===== src/source/fetch_macros.svh =====
/* Fetch stage parameters
   Widths of the fetch address, trap vector fields and prefetch depth */

`ifndef FETCH_MACROS_SVH
`define FETCH_MACROS_SVH

//////////////////////////////////////////////////////////////////////
// Address and word widths
//////////////////////////////////////////////////////////////////////

`define FETCH_ADDR_W 32    // Fetch address and instruction word width

//////////////////////////////////////////////////////////////////////
// Prefetch buffer
//////////////////////////////////////////////////////////////////////

// Slots shared by reads in flight and buffered responses
`define FETCH_DEPTH 2

//////////////////////////////////////////////////////////////////////
// Trap vector layout
//////////////////////////////////////////////////////////////////////

`define FETCH_MTVEC_W  25  // mtvec base, upper address bits
`define FETCH_IRQ_ID_W 5   // Interrupt id, selects the vector slot

`endif

===== src/source/fetch_pkg.sv =====
/* Fetch stage types
   Address, instruction and trap vector vectors plus the FSM encodings */

`include "fetch_macros.svh"

package fetch_pkg;

  // Word-sized vectors
  typedef logic [`FETCH_ADDR_W-1:0]   addr_t;    // Fetch address
  typedef logic [`FETCH_ADDR_W-1:0]   instr_t;   // Raw 32-bit instruction

  // Trap vector fields
  typedef logic [`FETCH_MTVEC_W-1:0]  mtvec_t;   // mtvec base
  typedef logic [`FETCH_IRQ_ID_W-1:0] irq_id_t;  // Interrupt id

  // Redirect source from the controller
  typedef enum logic [2:0] {
    PC_BOOT     = 3'd0,  // Boot address
    PC_JUMP     = 3'd1,  // Jump target from ID
    PC_BRANCH   = 3'd2,  // Taken branch from EX
    PC_MRET     = 3'd3,  // Return from trap
    PC_TRAP_EXC = 3'd4,  // Exception, mtvec base
    PC_TRAP_IRQ = 3'd5   // Vectored interrupt
  } pc_mux_e;

  // Prefetch buffer FSM
  typedef enum logic [1:0] {
    PB_IDLE  = 2'd0,     // Out of reset, waits for first redirect
    PB_FETCH = 2'd1,     // Sequential fetching
    PB_FLUSH = 2'd2      // Stale request still waits for its grant
  } pb_state_e;

endpackage


===== src/source/instr_stream_if.sv =====
/* Instruction stream
   Carries fetched words from the prefetch buffer to the IF/ID register */

interface instr_stream_if;

  logic              valid;  // Head entry present
  logic              ready;  // Consumer takes the head
  fetch_pkg::instr_t instr;  // Instruction word
  fetch_pkg::addr_t  addr;   // Its pc
  logic              err;    // Bus error on this fetch

  // Prefetch buffer side
  modport source (
    output valid, instr, addr, err,
    input  ready
  );

  // IF/ID register side
  modport sink (
    input  valid, instr, addr, err,
    output ready
  );

endinterface


===== src/source/fetch_stage.sv =====
/* Instruction fetch stage
   Redirect target select, prefetch buffer and IF/ID register */

module fetch_stage (
  input  logic                clk,
  input  logic                rst_n,

  // Redirect from the controller
  input  logic                pc_set_i,
  input  fetch_pkg::pc_mux_e  pc_mux_i,
  input  fetch_pkg::addr_t    boot_addr_i,
  input  fetch_pkg::addr_t    jump_target_i,
  input  fetch_pkg::addr_t    branch_target_i,
  input  fetch_pkg::addr_t    mepc_i,
  input  fetch_pkg::mtvec_t   mtvec_addr_i,
  input  fetch_pkg::irq_id_t  irq_id_i,

  // Stage control
  input  logic                halt_if_i,
  input  logic                id_ready_i,

  // Instruction bus
  output logic                instr_req_o,
  output fetch_pkg::addr_t    instr_addr_o,
  input  logic                instr_gnt_i,
  input  logic                instr_rvalid_i,
  input  fetch_pkg::instr_t   instr_rdata_i,
  input  logic                instr_err_i,

  // IF/ID pipeline
  output logic                if_id_valid_o,
  output fetch_pkg::instr_t   if_id_instr_o,
  output fetch_pkg::addr_t    if_id_pc_o,
  output logic                if_id_err_o,

  // Status
  output fetch_pkg::addr_t    pc_if_o,           // Head of the stream
  output logic                csr_mtvec_init_o,
  output logic                if_busy_o
);

  logic             pc_set;         // Redirect toward the buffer
  fetch_pkg::addr_t redirect_addr;

  instr_stream_if instr_stream ();  // Buffer to IF/ID

  //////////////////////////////////////////////////////////////////////
  // Redirect target
  //////////////////////////////////////////////////////////////////////

  fetch_target_mux target_mux_i (
    .pc_set_i         (pc_set_i),
    .pc_mux_i         (pc_mux_i),
    .boot_addr_i      (boot_addr_i),
    .jump_target_i    (jump_target_i),
    .branch_target_i  (branch_target_i),
    .mepc_i           (mepc_i),
    .mtvec_addr_i     (mtvec_addr_i),
    .irq_id_i         (irq_id_i),
    .pc_set_o         (pc_set),
    .redirect_addr_o  (redirect_addr),
    .csr_mtvec_init_o (csr_mtvec_init_o)
  );

  //////////////////////////////////////////////////////////////////////
  // Prefetch and pipeline register
  //////////////////////////////////////////////////////////////////////

  prefetch_buffer prefetch_i (
    .clk             (clk),
    .rst_n           (rst_n),
    .pc_set_i        (pc_set),
    .redirect_addr_i (redirect_addr),
    .instr_req_o     (instr_req_o),
    .instr_addr_o    (instr_addr_o),
    .instr_gnt_i     (instr_gnt_i),
    .instr_rvalid_i  (instr_rvalid_i),
    .instr_rdata_i   (instr_rdata_i),
    .instr_err_i     (instr_err_i),
    .busy_o          (if_busy_o),
    .stream          (instr_stream.source)
  );

  if_id_register if_id_i (
    .clk           (clk),
    .rst_n         (rst_n),
    .pc_set_i      (pc_set_i),
    .halt_if_i     (halt_if_i),
    .id_ready_i    (id_ready_i),
    .stream        (instr_stream.sink),
    .if_id_valid_o (if_id_valid_o),
    .if_id_instr_o (if_id_instr_o),
    .if_id_pc_o    (if_id_pc_o),
    .if_id_err_o   (if_id_err_o)
  );

  assign pc_if_o = instr_stream.addr;  // pc of the instruction offered to IF/ID

endmodule


===== src/source/if_id_register.sv =====
/* IF/ID pipeline register
   Takes one instruction per edge from the stream, holds under back-pressure */

module if_id_register (
  input  logic              clk,
  input  logic              rst_n,
  input  logic              pc_set_i,       // Redirect, drop everything
  input  logic              halt_if_i,      // Controller halt
  input  logic              id_ready_i,     // Decode can take an instruction
  instr_stream_if.sink      stream,
  output logic              if_id_valid_o,
  output fetch_pkg::instr_t if_id_instr_o,
  output fetch_pkg::addr_t  if_id_pc_o,
  output logic              if_id_err_o
);

  logic xfer;  // Instruction moves into the register

  //////////////////////////////////////////////////////////////////////
  // Handshake
  //////////////////////////////////////////////////////////////////////

  // Forced high on a redirect so the stale head drains
  assign stream.ready = pc_set_i | (id_ready_i & ~halt_if_i);

  assign xfer = stream.valid & stream.ready & ~pc_set_i;

  //////////////////////////////////////////////////////////////////////
  // Register
  //////////////////////////////////////////////////////////////////////

  always_ff @(posedge clk or negedge rst_n) begin
    if (!rst_n) begin
      if_id_valid_o <= 1'b0;
    end else if (pc_set_i) begin
      if_id_valid_o <= 1'b0;       // Flushed by the redirect
    end else if (xfer) begin
      if_id_valid_o <= 1'b1;
    end else if (id_ready_i) begin
      if_id_valid_o <= 1'b0;       // Consumed, nothing new
    end
  end

  // Payload follows the transfer only
  always_ff @(posedge clk) begin
    if (xfer) begin
      if_id_instr_o <= stream.instr;
      if_id_pc_o    <= stream.addr;
      if_id_err_o   <= stream.err;
    end
  end

endmodule


===== src/source/prefetch_buffer.sv =====
/* Prefetch buffer
   Issues word reads on the req/gnt/rvalid bus, buffers the responses and
   drops the ones made stale by a redirect */

`include "fetch_macros.svh"

module prefetch_buffer (
  input  logic              clk,
  input  logic              rst_n,
  input  logic              pc_set_i,         // Redirect this cycle
  input  fetch_pkg::addr_t  redirect_addr_i,  // Redirect target
  output logic              instr_req_o,
  output fetch_pkg::addr_t  instr_addr_o,
  input  logic              instr_gnt_i,
  input  logic              instr_rvalid_i,
  input  fetch_pkg::instr_t instr_rdata_i,
  input  logic              instr_err_i,
  output logic              busy_o,           // Reads in flight or request up
  instr_stream_if.source    stream
);

  localparam int DEPTH = `FETCH_DEPTH;
  localparam int CNT_W = $clog2(DEPTH + 1);              // Counts 0..DEPTH
  localparam int PTR_W = (DEPTH > 1) ? $clog2(DEPTH) : 1;

  fetch_pkg::pb_state_e state_q;
  fetch_pkg::pb_state_e state_n;
  fetch_pkg::addr_t     fetch_addr_q;  // Address on the bus, next to request
  fetch_pkg::addr_t     fetch_addr_n;
  fetch_pkg::addr_t     rsp_addr_q;    // pc of next response that is kept
  fetch_pkg::addr_t     rsp_addr_n;
  logic [CNT_W-1:0]     outst_q;       // Granted, not yet answered
  logic [CNT_W-1:0]     outst_n;
  logic [CNT_W-1:0]     disc_q;        // In flight across a redirect
  logic [CNT_W-1:0]     disc_n;
  logic [CNT_W-1:0]     fill_q;        // Buffered responses
  logic [CNT_W-1:0]     fill_n;
  logic [PTR_W-1:0]     wr_ptr_q;
  logic [PTR_W-1:0]     rd_ptr_q;

  // Response storage
  fetch_pkg::instr_t    fifo_instr [DEPTH];
  fetch_pkg::addr_t     fifo_addr  [DEPTH];
  logic [DEPTH-1:0]     fifo_err;

  logic gnt_fire;   // Request accepted
  logic flush_gnt;  // Stale request accepted in PB_FLUSH
  logic rsp_drop;   // Response to discard
  logic rsp_keep;   // Response for the current stream
  logic push;
  logic pop;
  logic room;       // Free slot for one more read

  function automatic logic [PTR_W-1:0] ptr_inc(input logic [PTR_W-1:0] ptr);
    return (ptr == PTR_W'(DEPTH - 1)) ? '0 : ptr + 1'b1;
  endfunction

  //////////////////////////////////////////////////////////////////////
  // Bus side
  //////////////////////////////////////////////////////////////////////

  // Sum only grows on a grant, so req never drops before gnt
  assign room        = (int'(outst_q) + int'(fill_q)) < DEPTH;
  assign instr_req_o = (state_q != fetch_pkg::PB_IDLE) & room;
  assign instr_addr_o = fetch_addr_q;   // Held until granted
  assign busy_o      = instr_req_o | (outst_q != '0);

  assign gnt_fire  = instr_req_o & instr_gnt_i;
  assign flush_gnt = gnt_fire & (state_q == fetch_pkg::PB_FLUSH);
  assign rsp_drop  = instr_rvalid_i & (disc_q != '0);
  assign rsp_keep  = instr_rvalid_i & (disc_q == '0);

  //////////////////////////////////////////////////////////////////////
  // Stream side
  //////////////////////////////////////////////////////////////////////

  assign stream.valid = (fill_q != '0);
  assign stream.instr = fifo_instr[rd_ptr_q];
  assign stream.addr  = fifo_addr[rd_ptr_q];
  assign stream.err   = fifo_err[rd_ptr_q];

  assign pop  = stream.valid & stream.ready;
  assign push = rsp_keep & ~pc_set_i;   // Redirect empties the FIFO anyway

  // Counters
  always_comb begin
    outst_n = outst_q + CNT_W'(gnt_fire) - CNT_W'(instr_rvalid_i);
    if (pc_set_i) begin
      disc_n = outst_n;                 // Everything in flight is stale
      fill_n = '0;
    end else begin
      disc_n = disc_q - CNT_W'(rsp_drop) + CNT_W'(flush_gnt);
      fill_n = fill_q + CNT_W'(push) - CNT_W'(pop);
    end
  end

  // FSM and addresses
  always_comb begin
    state_n      = state_q;
    fetch_addr_n = fetch_addr_q;
    rsp_addr_n   = rsp_addr_q;
    if (pc_set_i) begin
      rsp_addr_n = redirect_addr_i;     // First kept response is the target
    end else if (push) begin
      rsp_addr_n = rsp_addr_q + fetch_pkg::addr_t'(4);
    end

    unique case (state_q)
      fetch_pkg::PB_IDLE: begin
        if (pc_set_i) begin
          state_n      = fetch_pkg::PB_FETCH;
          fetch_addr_n = redirect_addr_i;
        end
      end
      fetch_pkg::PB_FETCH: begin
        if (pc_set_i) begin
          if (instr_req_o && !instr_gnt_i) begin
            state_n = fetch_pkg::PB_FLUSH;  // Old address must stay on bus
          end else begin
            fetch_addr_n = redirect_addr_i;
          end
        end else if (gnt_fire) begin
          fetch_addr_n = fetch_addr_q + fetch_pkg::addr_t'(4);
        end
      end
      fetch_pkg::PB_FLUSH: begin
        if (gnt_fire) begin
          state_n      = fetch_pkg::PB_FETCH;
          // Target waits in rsp_addr_q meanwhile
          fetch_addr_n = pc_set_i ? redirect_addr_i : rsp_addr_q;
        end
      end
      default: state_n = fetch_pkg::PB_IDLE;
    endcase
  end

  always_ff @(posedge clk or negedge rst_n) begin
    if (!rst_n) begin
      state_q      <= fetch_pkg::PB_IDLE;
      fetch_addr_q <= '0;
      rsp_addr_q   <= '0;
      outst_q      <= '0;
      disc_q       <= '0;
      fill_q       <= '0;
      wr_ptr_q     <= '0;
      rd_ptr_q     <= '0;
    end else begin
      state_q      <= state_n;
      fetch_addr_q <= fetch_addr_n;
      rsp_addr_q   <= rsp_addr_n;
      outst_q      <= outst_n;
      disc_q       <= disc_n;
      fill_q       <= fill_n;
      if (pc_set_i) begin
        wr_ptr_q <= '0;
        rd_ptr_q <= '0;
      end else begin
        if (push) wr_ptr_q <= ptr_inc(wr_ptr_q);
        if (pop)  rd_ptr_q <= ptr_inc(rd_ptr_q);
      end
    end
  end

  // Response payload
  always_ff @(posedge clk) begin
    if (push) begin
      fifo_instr[wr_ptr_q] <= instr_rdata_i;
      fifo_addr[wr_ptr_q]  <= rsp_addr_q;
      fifo_err[wr_ptr_q]   <= instr_err_i;
    end
  end

endmodule


===== src/source/fetch_target_mux.sv =====
/* Fetch target mux
   Decodes the redirect source into a word-aligned address, flags boot */

`include "fetch_macros.svh"

module fetch_target_mux (
  input  logic                pc_set_i,         // Redirect request
  input  fetch_pkg::pc_mux_e  pc_mux_i,         // Redirect source
  input  fetch_pkg::addr_t    boot_addr_i,
  input  fetch_pkg::addr_t    jump_target_i,
  input  fetch_pkg::addr_t    branch_target_i,
  input  fetch_pkg::addr_t    mepc_i,
  input  fetch_pkg::mtvec_t   mtvec_addr_i,     // Trap base, upper bits
  input  fetch_pkg::irq_id_t  irq_id_i,         // Vector slot for interrupts
  output logic                pc_set_o,         // Redirect toward the buffer
  output fetch_pkg::addr_t    redirect_addr_o,  // Always word aligned
  output logic                csr_mtvec_init_o  // mtvec init on boot
);

  // Bits below the mtvec base in an exception target
  localparam int EXC_PAD_W = `FETCH_ADDR_W - `FETCH_MTVEC_W;

  fetch_pkg::addr_t target;  // Selected target before alignment

  //////////////////////////////////////////////////////////////////////
  // Source select
  //////////////////////////////////////////////////////////////////////

  always_comb begin
    target = boot_addr_i;  // Unused encodings fall back to boot
    unique case (pc_mux_i)
      fetch_pkg::PC_BOOT:     target = boot_addr_i;
      fetch_pkg::PC_JUMP:     target = jump_target_i;
      fetch_pkg::PC_BRANCH:   target = branch_target_i;
      fetch_pkg::PC_MRET:     target = mepc_i;  // Back to trapped pc
      fetch_pkg::PC_TRAP_EXC: target = {mtvec_addr_i, {EXC_PAD_W{1'b0}}};
      // Vectored, one word per interrupt id
      fetch_pkg::PC_TRAP_IRQ: target = {mtvec_addr_i, irq_id_i, 2'b00};
      default:                target = boot_addr_i;
    endcase
  end

  // Word alignment for every source
  assign redirect_addr_o = {target[`FETCH_ADDR_W-1:2], 2'b00};

  assign pc_set_o = pc_set_i;  // Same-cycle redirect

  // CSR file loads mtvec when booting
  assign csr_mtvec_init_o = pc_set_i & (pc_mux_i == fetch_pkg::PC_BOOT);

endmodule


===== config.mk =====
export PLATFORM = sky130hd
export DESIGN_NAME = fetch_stage
export DESIGN_NICKNAME = d
export VERILOG_FILES = /design/src/source/fetch_pkg.sv /design/src/source/instr_stream_if.sv /design/src/source/fetch_stage.sv /design/src/source/if_id_register.sv /design/src/source/prefetch_buffer.sv /design/src/source/fetch_target_mux.sv
export VERILOG_INCLUDE_DIRS = /design/src /design/src/source
export SDC_FILE = /design/constraint.sdc
export NUM_CORES = 1
export LEC_CHECK = 0
export ABC_AREA = 0
export BUFFER_PORTS_ARGS = -buffer_cell sky130_fd_sc_hd__buf_4
export CORE_MARGIN = 3
export CORE_UTILIZATION = 45
export DETAILED_ROUTE_END_ITERATION = 6
export PLACE_DENSITY = 0.79
export SKIP_LAST_GASP = 1
export SYNTH_ARGS = -nofsm -noshare
export SYNTH_HDL_FRONTEND = slang
export SYNTH_SLANG_ARGS = --single-unit
export TNS_END_PERCENT = 50

===== constraint.sdc =====
create_clock -name clk -period 13.3 [get_ports clk]
set_clock_uncertainty 0.2 [all_clocks]
set_input_delay 2.66 -clock clk [delete_from_list [all_inputs] [get_ports clk]]
set_output_delay 2.66 -clock clk [all_outputs]
set_load 0.02 [all_outputs]

==> impl_results.rst <==
.. list-table::
   :header-rows: 1

   * - Metric
     - Value
   * - Worst setup EP type
     - output port
   * - Layout overhead on the synthesized area
     - 29.0%
   * - HPWL Detailed
     - 25.4 mm
   * - Slowest cell on the critical path
     - sky130_fd_sc_hd__nor3_1
   * - Vias after detailed routing
     - 9659
   * - FFs w/ async S/R, synth
     - 0.276
   * - Comb power frac
     - 0.348
   * - Io pins
     - 334
   * - Cell at the root of the clock tree
     - sky130_fd_sc_hd__clkbuf_16
   * - Gate count after technology mapping
     - 995
   * - Tightest Hold Check Type
     - reg -> reg
   * - Area enclosed by the die boundary
     - 29800 µm²
   * - Antenna cells
     - 0
   * - Clock H-tree levels
     - 1
   * - Sum of negative setup slack
     - 0 ns
   * - Category of the worst setup path launch point
     - input port
   * - Maximum vdd ir drop
     - 0.000124 V
   * - Min-Delay Path Depth
     - 1
   * - Seq pwr share
     - 0.395
   * - Horizontal die dimension
     - 173 µm
   * - Critical path class
     - in -> out
   * - Total design power
     - 2980 µW
   * - Ys Warns
     - 0
   * - Final hold violations
     - 0
   * - Static Leak
     - 0.00632 µW
   * - Share of layout cells above drive strength 1
     - 0.357
   * - Critical-path cell list
     - buf_4, nor3_1, and2_1, buf_4
   * - Antenna violations before repair
     - 0
   * - Arrival time reported for the critical path endpoint
     - 3.63 ns
   * - Final net count
     - 1513
   * - Hold_buf cts
     - 0
   * - Total clock buffers created by CTS
     - 28
   * - Switching Share
     - 0.353
   * - Global-route wire length before repair
     - 54.0 mm
   * - Critical path required time
     - 10.44 ns
   * - Commonest cells after routing, fill and taps aside
     - sky130_fd_sc_hd__buf_4 (331), sky130_fd_sc_hd__edfxtp_1 (189), sky130_fd_sc_hd__nand2_1 (71), sky130_fd_sc_hd__dfrtp_1 (71), sky130_fd_sc_hd__mux2_2 (67)
   * - Max-cap check violation count
     - 0
   * - Final Slew Violations
     - 0
   * - Run status
     - finished, final reports clean
   * - Crit-path leading delay family
     - simple AND/OR/NAND/NOR gates
   * - Vias/cell
     - 5.71
   * - Die Ht
     - 173 µm
   * - Clock network fraction of design power
     - 0.257
   * - Router iterations before antenna repair
     - 5
   * - Total setup violations reported at the end of the flow
     - 0
   * - Global placer's final weighted congestion
     - 0.920
   * - Leading cell type in the layout, fill and taps excluded
     - sky130_fd_sc_hd__buf_4
   * - Core Footprint
     - 27100 µm²
   * - Highest cell delay on the worst timing path
     - 0.37 ns
   * - Most numerous cell on the critical path
     - sky130_fd_sc_hd__buf_4
   * - Count of unresolved DRC violations after routing
     - 0
   * - Post-synthesis instance area
     - 12500 µm²
   * - Clock transition at the register clock pins on the worst setup and hold paths after CTS
     - 0.06 ns
   * - TritonCTS clock tree
     - yes
   * - Number of placement rows
     - 60
   * - Antenna-violating nets left
     - 0
   * - Peak clock frequency supported by timing
     - 0.154 GHz
   * - Pwr Density
     - 185 nW/µm²
   * - Total track usage
     - 0.226
   * - Post-synth EDFFs
     - 189
   * - Detailed-route wire length per cell
     - 20.8 µm
   * - CP Depth
     - 4
   * - Final period demand of the worst path
     - 6.49 ns
   * - Synthesized area per cell
     - 12.6 µm²
   * - Cells resized by post-CTS repair
     - 0
   * - Final worst-path cycle share
     - 0.488
   * - Buffers plus inverters on the worst setup path
     - 2
   * - Internal power contribution
     - 1930 µW
   * - Crit Path Max Fanout
     - 37
   * - Starting DRT DRC Count
     - 992
   * - Number of setup buffers added after CTS
     - 0
   * - Sequential area share after synthesis
     - 0.599
   * - Via count of the first global-routing pass
     - 9487
   * - Port Buf Inserts
     - 321
   * - Deepest clock path buffer count
     - 3
   * - GR Overflow Total
     - 0
   * - Total Wirelength
     - 35.2 mm
   * - Unrepaired setup endpoints after global routing
     - no
   * - Number of sinks driven by the clock tree
     - 261
   * - Flip-flop and latch count after synthesis
     - 261
   * - Most used flip-flop cell after synthesis
     - sky130_fd_sc_hd__edfxtp_1
   * - Pin count of the biggest net entering global routing
     - 73
   * - Initial Utilization
     - 0.461
   * - Clock insertion delay at the later pin of the skew report
     - 0.54 ns
   * - Reported net switching power
     - 1050 µW
   * - Count of cell types in the netlist
     - 84
   * - Normalized max-slew margin
     - 0.345
   * - Transition time of the tightest slew-check pin
     - 0.982 ns
   * - Path depth of the worst reg2reg path
     - 8
[worst paths after layout]
kind / startpoint / end / slack [ns]
worst max-delay path: pc_mux_i[1] / csr_mtvec_init_o / 6.81
worst max register to register: prefetch_i.state_q[1] / prefetch_i.instr_addr_o[24] / 10.15
worst min register to register: prefetch_i.fifo_instr[1][3] / if_id_i.if_id_instr_o[3] / 0.34
max in group asynchronous: rst_n / prefetch_i.rd_ptr_q / 10.15
min in group asynchronous: rst_n / prefetch_i.state_q[1] / 2.09
worst min-delay path: prefetch_i.fifo_instr[1][3] / if_id_i.if_id_instr_o[3] / 0.34
[synthesized netlist by cell type (18+ instances only)]
| cell | number | area [µm²] |
|---|---|---|
| sky130_fd_sc_hd__o21ai_0 | 32 | 160 |
| sky130_fd_sc_hd__nand4_1 | 20 | 125 |
| sky130_fd_sc_hd__xnor2_1 | 18 | 158 |
| sky130_fd_sc_hd__dfrtp_1 | 72 | 1800 |
| sky130_fd_sc_hd__inv_1 | 18 | 67.6 |
| sky130_fd_sc_hd__xor2_1 | 18 | 158 |
| sky130_fd_sc_hd__edfxtp_1 | 189 | 5680 |
| sky130_fd_sc_hd__buf_2 | 19 | 95.1 |
| sky130_fd_sc_hd__o21ai_1 | 36 | 180 |
| sky130_fd_sc_hd__mux2_2 | 67 | 754 |
| sky130_fd_sc_hd__mux2i_1 | 30 | 300 |
| sky130_fd_sc_hd__a21oi_1 | 38 | 190 |
| sky130_fd_sc_hd__nor2_1 | 61 | 229 |
| sky130_fd_sc_hd__nand2_1 | 71 | 267 |
| sky130_fd_sc_hd__clkbuf_1 | 33 | 124 |
[flip-flops by register name, summed over array words and instances (netlist names)]
signal                   count
if_id_i.if_id_err_o          1
if_id_i.if_id_instr_o       32
if_id_i.if_id_pc_o          30
if_id_i.if_id_valid_o        1
prefetch_i.disc_q            2
prefetch_i.fifo_addr        60
prefetch_i.fifo_err          2
prefetch_i.fifo_instr       64
prefetch_i.fill_q            2
prefetch_i.instr_addr_o     31
prefetch_i.outst_q           2
prefetch_i.rd_ptr_q          1
prefetch_i.rsp_addr_q       30
prefetch_i.state_q           2
prefetch_i.wr_ptr_q          1
[metrics by stage]
| stage | setup slack, ns | cell area, µm² | instances | hold WS [ns] | utilization |
|---|---|---|---|---|---|
| global placement | 6.84 | 15200 | 1641 | 0.325 | 0.561 |
| finish | 6.81 | 16100 | 1692 | 0.339 | 0.595 |
| floorplan | 4.95 | 12500 | 998 | 0.240 | - |
| CTS | 6.81 | 16100 | 1692 | 0.350 | 0.595 |
| global route | 6.73 | 16100 | 1692 | 0.354 | 0.595 |
| detailed placement | 6.82 | 15200 | 1641 | 0.332 | 0.561 |
[layout make-up]
type | instances | area [µm²]
clock buffers | 33 | 741
clock inverters | 18 | 166
fillers | 2169 | 11000
inverters | 20 | 75.1
multi-input cells | 657 | 4700
flip-flops and latches | 261 | 7480
well taps | 372 | 465
repair buffers | 331 | 2480
[per-layer routing]
layer | part of all wire | track usage | vias to the layer above
li1 | - | - | 4412
met1 | 0.42 | 0.310 | 4672
met2 | 0.46 | 0.358 | 495
met3 | 0.085 | 0.0481 | 80
met4 | 0.038 | 0.0818 | 0
met5 | 0 | 0 | -
[cells by family after synthesis]
| logic type | count (synthesis) | share of synthesized area |
|---|---|---|
| xor gates and xnor gates | 36 | 0.0252 |
| other | 1 | 0.000300 |
| adders and majority gates | 13 | 0.0136 |
| DFF | 261 | 0.599 |
| muxes | 104 | 0.0920 |
| and+or+nand+nor | 264 | 0.116 |
| buffers and inverters | 80 | 0.0275 |
| AOI/OAI and AO/OA | 236 | 0.127 |
[power by group through the flow]
stage               registers, µW  clock network [µW]  logic [µW]
CTS                          1170                 779        1040
finish                       1180                 764        1040
floorplan                    1220                   0         607
global placement             1180                   0        1010
detailed placement           1190                   0        1030
global route                 1190                 809        1120
Power figures use the tool's default switching activity.
